## src/capi_defs.svh

```systemverilog
`ifndef CAPI_DEFS_SVH
`define CAPI_DEFS_SVH

////////////////////
// Buffer write widths
////////////////////

// Half cache line payload
`define CAPI_DATA_BITS 512

// One odd parity bit per doubleword
`define CAPI_PAR_BITS 8

// Half-line address within a transfer
`define CAPI_ADDR_BITS 6

////////////////////
// Command tags
////////////////////

`define CAPI_TAG_BITS 8

// Every tag value has its own table entry
`define CAPI_TAGS 256

`endif

```

## src/capi_pkg.sv

```systemverilog
`include "capi_defs.svh"

package capi_pkg;

  ////////////////////
  // Command kinds
  ////////////////////

  typedef enum logic [1:0] {
    CMD_NONE = 2'b00,
    CMD_READ = 2'b01,  // Plain data read
    CMD_WED  = 2'b10   // Work element descriptor fetch
  } cmd_type_e;

  ////////////////////
  // Lookup and check results
  ////////////////////

  // Command found behind an incoming tag
  typedef struct packed {
    logic [0:`CAPI_TAG_BITS-1] tag;
    cmd_type_e                 cmd_type;
    logic                      known;     // Entry written since reset
  } cmd_line_t;

  // Outcome of the parity checks for one strobe
  typedef struct packed {
    logic checked;     // One-cycle strobe
    logic tag_error;
    logic data_error;  // Any doubleword mismatch
  } parity_result_t;

endpackage

```

## src/buffer_write_if.sv

```systemverilog
`include "capi_defs.svh"

// One buffer-write strobe from the host side
interface buffer_write_if;

  logic                       valid;       // Single-cycle strobe
  logic [0:`CAPI_TAG_BITS-1]  tag;
  logic                       tag_parity;
  logic [0:`CAPI_ADDR_BITS-1] address;
  logic [0:`CAPI_DATA_BITS-1] data;
  logic [0:`CAPI_PAR_BITS-1]  parity;      // Bit i covers doubleword i

  modport source (
    output valid, tag, tag_parity, address, data, parity
  );

  modport sink (
    input valid, tag, tag_parity, address, data, parity
  );

endinterface

```

## src/parity_checker.sv

```systemverilog
`include "capi_defs.svh"

module parity_checker (
  input  logic                   clock,
  input  logic                   rstn,
  input  logic                   enabled,
  buffer_write_if.sink           buffer_write,
  output capi_pkg::parity_result_t result
);

  localparam int DW_BITS = `CAPI_DATA_BITS / `CAPI_PAR_BITS;

  logic                       valid_q;
  logic [0:`CAPI_TAG_BITS-1]  tag_q;
  logic                       tag_parity_q;
  logic [0:`CAPI_DATA_BITS-1] data_q;
  logic [0:`CAPI_PAR_BITS-1]  parity_q;

  logic                       tag_mismatch;
  logic [0:`CAPI_PAR_BITS-1]  dw_mismatch;

  ////////////////////
  // Strobe capture
  ////////////////////

  always_ff @(posedge clock or negedge rstn) begin
    if (!rstn) begin
      valid_q <= 1'b0;
    end else begin
      valid_q <= enabled && buffer_write.valid;
    end
  end

  always_ff @(posedge clock) begin
    if (enabled && buffer_write.valid) begin
      tag_q        <= buffer_write.tag;
      tag_parity_q <= buffer_write.tag_parity;
      data_q       <= buffer_write.data;
      parity_q     <= buffer_write.parity;
    end
  end

  ////////////////////
  // Odd parity checks
  ////////////////////

  // Good when covered bits plus parity bit hold an odd count of ones
  assign tag_mismatch = ~(^{tag_q, tag_parity_q});

  for (genvar i = 0; i < `CAPI_PAR_BITS; i++) begin : g_dw
    assign dw_mismatch[i] = ~(^{data_q[i*DW_BITS +: DW_BITS], parity_q[i]});
  end

  ////////////////////
  // Result register
  ////////////////////

  always_ff @(posedge clock or negedge rstn) begin
    if (!rstn) begin
      result <= '0;
    end else begin
      result.checked    <= valid_q;
      result.tag_error  <= tag_mismatch;
      result.data_error <= |dw_mismatch;  // Any doubleword
    end
  end

endmodule

```

## src/read_buffer_top.sv

```systemverilog
`include "capi_defs.svh"

module read_buffer_top (
  input  logic                       clock,
  input  logic                       rstn,
  input  logic                       enabled,
  // Command issue
  input  logic                       cmd_valid,
  input  logic [0:`CAPI_TAG_BITS-1]  cmd_tag,
  input  capi_pkg::cmd_type_e        cmd_type,
  // Buffer write from the host
  input  logic                       write_valid,
  input  logic [0:`CAPI_TAG_BITS-1]  write_tag,
  input  logic                       write_tag_parity,
  input  logic [0:`CAPI_ADDR_BITS-1] write_address,
  input  logic [0:`CAPI_DATA_BITS-1] write_data,
  input  logic [0:`CAPI_PAR_BITS-1]  write_parity,
  // Steered half lines
  output logic                       half0_valid,
  output logic                       half0_read,
  output logic                       half0_wed,
  output logic [0:`CAPI_TAG_BITS-1]  half0_tag,
  output logic [0:`CAPI_DATA_BITS-1] half0_data,
  output logic                       half1_valid,
  output logic                       half1_read,
  output logic                       half1_wed,
  output logic [0:`CAPI_TAG_BITS-1]  half1_tag,
  output logic [0:`CAPI_DATA_BITS-1] half1_data,
  output logic [1:0]                 data_read_error
);

  import capi_pkg::*;

  cmd_line_t      cmd_line;
  parity_result_t parity_result;

  buffer_write_if buffer_write ();

  assign buffer_write.valid      = write_valid;
  assign buffer_write.tag        = write_tag;
  assign buffer_write.tag_parity = write_tag_parity;
  assign buffer_write.address    = write_address;
  assign buffer_write.data       = write_data;
  assign buffer_write.parity     = write_parity;

  ////////////////////
  // Lookup and parity side by side
  ////////////////////

  tag_table u_tag_table (
    .clock        (clock),
    .rstn         (rstn),
    .cmd_valid    (cmd_valid),
    .cmd_tag      (cmd_tag),
    .cmd_type     (cmd_type),
    .buffer_write (buffer_write.sink),
    .enabled      (enabled),
    .cmd_line     (cmd_line)
  );

  parity_checker u_parity_checker (
    .clock        (clock),
    .rstn         (rstn),
    .enabled      (enabled),
    .buffer_write (buffer_write.sink),
    .result       (parity_result)
  );

  read_data_control u_read_data_control (
    .clock           (clock),
    .rstn            (rstn),
    .enabled         (enabled),
    .buffer_write    (buffer_write.sink),
    .cmd_line        (cmd_line),
    .parity          (parity_result),
    .half0_valid     (half0_valid),
    .half0_read      (half0_read),
    .half0_wed       (half0_wed),
    .half0_tag       (half0_tag),
    .half0_data      (half0_data),
    .half1_valid     (half1_valid),
    .half1_read      (half1_read),
    .half1_wed       (half1_wed),
    .half1_tag       (half1_tag),
    .half1_data      (half1_data),
    .data_read_error (data_read_error)
  );

endmodule

```

## src/read_data_control.sv

```systemverilog
`include "capi_defs.svh"

module read_data_control (
  input  logic                       clock,
  input  logic                       rstn,
  input  logic                       enabled,
  buffer_write_if.sink               buffer_write,
  input  capi_pkg::cmd_line_t        cmd_line,
  input  capi_pkg::parity_result_t   parity,
  output logic                       half0_valid,
  output logic                       half0_read,
  output logic                       half0_wed,
  output logic [0:`CAPI_TAG_BITS-1]  half0_tag,
  output logic [0:`CAPI_DATA_BITS-1] half0_data,
  output logic                       half1_valid,
  output logic                       half1_read,
  output logic                       half1_wed,
  output logic [0:`CAPI_TAG_BITS-1]  half1_tag,
  output logic [0:`CAPI_DATA_BITS-1] half1_data,
  output logic [1:0]                 data_read_error
);

  import capi_pkg::*;

  logic                       wr_valid_q;
  logic [0:`CAPI_ADDR_BITS-1] addr_q;
  logic [0:`CAPI_DATA_BITS-1] data_q;

  logic sel0;
  logic sel1;
  logic is_read;
  logic is_wed;

  ////////////////////
  // Write capture
  ////////////////////

  always_ff @(posedge clock or negedge rstn) begin
    if (!rstn) begin
      wr_valid_q <= 1'b0;
    end else begin
      wr_valid_q <= enabled && buffer_write.valid;
    end
  end

  always_ff @(posedge clock) begin
    if (enabled && buffer_write.valid) begin
      addr_q <= buffer_write.address;
      data_q <= buffer_write.data;
    end
  end

  ////////////////////
  // Half-line steering
  ////////////////////

  assign sel0 = wr_valid_q && (addr_q == '0);  // First half of the line
  assign sel1 = wr_valid_q && (addr_q != '0);

  // Unknown tags decode to neither kind
  assign is_read = cmd_line.known && (cmd_line.cmd_type == CMD_READ);
  assign is_wed  = cmd_line.known && (cmd_line.cmd_type == CMD_WED);

  always_ff @(posedge clock or negedge rstn) begin
    if (!rstn) begin
      half0_valid <= 1'b0;
      half0_read  <= 1'b0;
      half0_wed   <= 1'b0;
      half0_tag   <= '0;
      half0_data  <= '0;
      half1_valid <= 1'b0;
      half1_read  <= 1'b0;
      half1_wed   <= 1'b0;
      half1_tag   <= '0;
      half1_data  <= '0;
    end else begin
      half0_valid <= sel0;
      half0_read  <= sel0 && is_read;
      half0_wed   <= sel0 && is_wed;
      half0_tag   <= sel0 ? cmd_line.tag : '0;
      half0_data  <= sel0 ? data_q : '0;
      half1_valid <= sel1;
      half1_read  <= sel1 && is_read;
      half1_wed   <= sel1 && is_wed;
      half1_tag   <= sel1 ? cmd_line.tag : '0;
      half1_data  <= sel1 ? data_q : '0;
    end
  end

  ////////////////////
  // Error report
  ////////////////////

  // Tag error in bit 1, data error in bit 0
  always_ff @(posedge clock or negedge rstn) begin
    if (!rstn) begin
      data_read_error <= 2'b00;
    end else if (parity.checked) begin
      data_read_error <= {parity.tag_error, parity.data_error};
    end else begin
      data_read_error <= 2'b00;  // One-cycle pulse
    end
  end

endmodule

```

## src/tag_table.sv

```systemverilog
`include "capi_defs.svh"

module tag_table (
  input  logic                      clock,
  input  logic                      rstn,
  input  logic                      cmd_valid,
  input  logic [0:`CAPI_TAG_BITS-1] cmd_tag,
  input  capi_pkg::cmd_type_e       cmd_type,
  buffer_write_if.sink              buffer_write,
  input  logic                      enabled,
  output capi_pkg::cmd_line_t       cmd_line
);

  import capi_pkg::*;

  cmd_type_e            type_mem [`CAPI_TAGS];
  logic [`CAPI_TAGS-1:0] known_q;

  ////////////////////
  // Command issue
  ////////////////////

  always_ff @(posedge clock) begin
    if (cmd_valid) begin
      type_mem[cmd_tag] <= cmd_type;
    end
  end

  // One known bit per tag
  always_ff @(posedge clock or negedge rstn) begin
    if (!rstn) begin
      known_q <= '0;
    end else if (cmd_valid) begin
      known_q[cmd_tag] <= 1'b1;
    end
  end

  ////////////////////
  // Lookup per strobe
  ////////////////////

  always_ff @(posedge clock) begin
    if (enabled && buffer_write.valid) begin
      cmd_line.tag      <= buffer_write.tag;
      cmd_line.known    <= known_q[buffer_write.tag];
      cmd_line.cmd_type <= type_mem[buffer_write.tag];  // Only meaningful when known
    end
  end

endmodule
```

## config.mk

```make
export PLATFORM = sky130hd
export DESIGN_NAME = read_buffer_top
export DESIGN_NICKNAME = d
export VERILOG_FILES = /design/src/capi_pkg.sv /design/src/buffer_write_if.sv /design/src/parity_checker.sv /design/src/read_buffer_top.sv /design/src/read_data_control.sv /design/src/tag_table.sv
export VERILOG_INCLUDE_DIRS = /design/src
export SDC_FILE = /design/constraint.sdc
export NUM_CORES = 2
export LEC_CHECK = 0
export BUFFER_PORTS_ARGS = -buffer_cell sky130_fd_sc_hd__buf_2
export CORE_AREA = 2 2 623 625
export DETAILED_ROUTE_END_ITERATION = 8
export DIE_AREA = 0 0 625 627
export GPL_TIMING_DRIVEN = 0
export MAX_ROUTING_LAYER = met4
export SYNTH_ARGS = -nofsm -noshare
export SYNTH_HDL_FRONTEND = slang
export SYNTH_SLANG_ARGS = --single-unit
```

## constraint.sdc

```tcl
create_clock -name clock -period 3.85 [get_ports clock]
set_clock_uncertainty 0.1 [all_clocks]
set_input_delay 0.385 -clock clock [delete_from_list [all_inputs] [get_ports clock]]
set_output_delay 0.385 -clock clock [all_outputs]
set_load 0.05 [all_outputs]
```

==> results.toml <==
[outcome]
violations = "max-capacitance violations, max-slew violations"
outcome = "finished with violations"

[route]
viasPerCell = 4.383
dr.pass1.iters = 6
wire_per_inst_um = 33.21
vias = 57077
drc = 0
drtAntennaViolNets = 0
drt_iter0_markers = 6562
wl_mm = 432.5

[synthesis]
synth_area_um2 = 85090
synth_common_cells = "dfrtp_1 (1308), edfxtp_1 (1050), and2_1 (525)"
netlist_top_cells_area = "dfrtp_1 (38%), edfxtp_1 (37%), mux4_2 (5.1%)"
synth_top_area_frac = 0.3847
synth_enable_flop_cells = 1050
synth_cell_types = 31
yosysMostFrequentCell = "dfrtp_1"
ys_ff_latch = 2358
ys.flop_type = "dfrtp_1"
yosysWarnings = 0
postSynth.asyncResetShare = 0.5547
synthCells = 5114
synth_area_per_cell_um2 = 16.64
ys_seq_area_frac = 0.7553
syn-num-nets = 5664
synth_largest_area_cell = "dfrtp_1"

[grt]
grt_first_pass_wirelength_mm = 548.6
grtUsageTotal = 0.2191
grt_pass1_vias = 55380
antenna_found_initial = 219
grt_max_degree = 155
grt-ovfl-total = 0

[clocking]
clk_root_buffer_cell = "clkbuf_16"
clock_latency_ps = 910
cts.clk_slew.worst_paths_ps = 60
cts_setup_buffers = 0
htree_num_levels = 5
cts_max_path_buffers = 4
cts_tree = "yes"
cts_buffers = 273
cts.sinks = 2358

[final_layout]
multi_input_area_um2 = 19740
final_nets = 8109
seqCellArea_um2 = 64260
layout-drive-gt1-share = 0.3258
area_delta_synth_final_pct = 35.59
final_core_util = 0.2998
fill_cells = 38503

[die]
die_w_um = 625
initial_core_util = 0.2211
die_h_um = 627
die-area_um2 = 391900
fp-row-count = 228
core-area_um2 = 384800
io_pins = 1598

[critical_path]
setup.worst_path.class = "input pin to flip-flop"
endpoint_kind = "flip-flop"
worst_setup_path_start_kind = "input pin"
worst-r2r-setup-slack_ps = 130
worst_ep_required_time_ps = 4400
critPathArrivalTime_ps = 4270
critical_path_peak_fanout = 10

[power_and_ir_drop]
leakage_nw = 52.40
fin_total_pwr_mw = 63.56
powerDensity_nw_per_um2 = 550.9
peakVddDrop_uv = 589.0

[sta]
tightest_slew_ps = 1516
slew_viol_final = 11
fmax_ghz = 0.2691
fin_hold_ws_ps = 78.66
rsz0062_at_grt = "false"
period_share = 0.9654
period_minus_slack_ps = 3717
finalSetupViolations = 0
finalHoldViolCount = 0
maxSlewHeadroom = -0.01091

[placement]
gp_congestion = 1.005
port_buffers = 1592
dp_hpwl_mm = 342.3

[min_path]
hold_class = "input pin to flip-flop"

[run]
drv_cap = 1
[critical path: stages]
cell	delay, ps
buf_2	170
buf_2	270
clkbuf_1	1020
buf_1	730
mux4_2	440
a22oi_1	200
nand2_1	160
a22oi_1	250
o221ai_1	250
a211o_1	360
[power by group]
group | leakage (nW) | internal [mW] | switching (mW) | total [mW]
clock | 4.45 | 15.5 | 11.2 | 26.8
sequential | 27.6 | 27.3 | 1.31 | 28.6
combinational | 20.4 | 3.19 | 4.97 | 8.16
[cell type report]
type                       count  share of cell area
clock inverter               111             0.01164
timing repair buffer        2170              0.1236
tap                         5060             0.05488
antenna                      178            0.003861
inverter                       3           0.0001085
buffer                       280             0.01009
sequential                  2358              0.5570
clock buffer                 389             0.06776
multi-input combinational   2473              0.1711
[cell usage in the layout (no fill, tap or decap), types with 10 or more instances in the layout]
cell           count
bufinv_16         18
clkinv_1          17
clkbuf_8          38
nor2b_1           12
clkbuf_1         303
xnor3_1           31
nor2_1           267
nand4_1           10
buf_2           1597
dlygate4sd3_1    546
a22oi_1           51
mux4_2           192
and3_1           520
buf_16            22
edfxtp_1        1050
or2_2            257
a22o_1            24
clkbuf_16        281
a221oi_1          33
dfrtp_1         1308
clkinv_2          27
xor2_1            63
nand3_1           23
clkinvlp_4        10
xnor2_1          387
clkbuf_2          16
diode_2          178
nand2_1           43
o22ai_1           12
and2_1           524
[cell families (layout without fill, tap and decap cells)]
logic type | count (synthesis) | after routing | share of synthesized area
flip-flops | 2358 | 2358 | 0.7553
AND/OR/NAND/NOR | 1667 | 1667 | 0.1131
XOR/XNOR | 488 | 488 | 0.05541
buffers and inverters | 283 | 2953 | 0.01357
multiplexers | 192 | 192 | 0.05082
AO/OA/AOI/OAI | 126 | 126 | 0.01187
other | 0 | 178 | 0
[worst paths after layout]
kind	to	startpoint	depth (start not counted)
setup / recovery	u_tag_table.cmd_line[0]	write_tag[5]	10
hold / removal	u_parity_checker.data_q[34]	write_data[34]	2
setup reg to reg	u_read_data_control.half0_data[115]	u_read_data_control.addr_q[2]	6
hold reg to reg	u_parity_checker.result[2]	u_parity_checker.valid_q	0
max in group asynchronous	u_read_data_control.half0_data[64]	rstn	6
min in group asynchronous	u_read_data_control.half1_data[433]	rstn	3
[flip-flops by register name (all words and copies together), names as in the netlist, 2 cells and up]
signal	cells
u_parity_checker.data_q	512
u_read_data_control.half0_data	512
u_read_data_control.half1_data	512
u_tag_table.type_mem	512
u_tag_table.known_q	256
u_parity_checker.parity_q	8
u_parity_checker.tag_q	8
u_read_data_control.half0_tag	8
u_read_data_control.half1_tag	8
u_read_data_control.addr_q	6
u_parity_checker.result	3
u_tag_table.cmd_line	3
u_read_data_control.data_read_error	2
[per-stage QoR]
| stage | cell area (um2) | TNS (ps) | instances | setup slack [ps] |
|---|---|---|---|---|
| 5_1_grt | 115200 | 0 | 12946 | 24.40 |
| 6_report | 115400 | 0 | 13022 | 133.3 |
| 3_5_place_dp | 100200 | -16680 | 11795 | -901.4 |
| 4_1_cts | 114900 | 0 | 12844 | 41.47 |
| 2_1_floorplan | 85090 | -435430 | 5114 | -807.9 |
| 3_3_place_gp | 99390 | - | 11766 | -29160 |
[per-layer routing]
metal	share of wire	wire length, um	GRT usage
met4	0.056	24100	0.1027
met3	0.10	43600	0.07061
met1	0.37	161700	0.2553
met2	0.47	203200	0.3429
met5	0	0	-
[timing repair]
action / in CTS / in global routing
endpoints found under the hold margin: 888 / 0
hold buffers: 549 / 0
setup endpoints to repair: 104 / 1
resized for setup: 14 / 3
(Power assumes the default switching activity.)
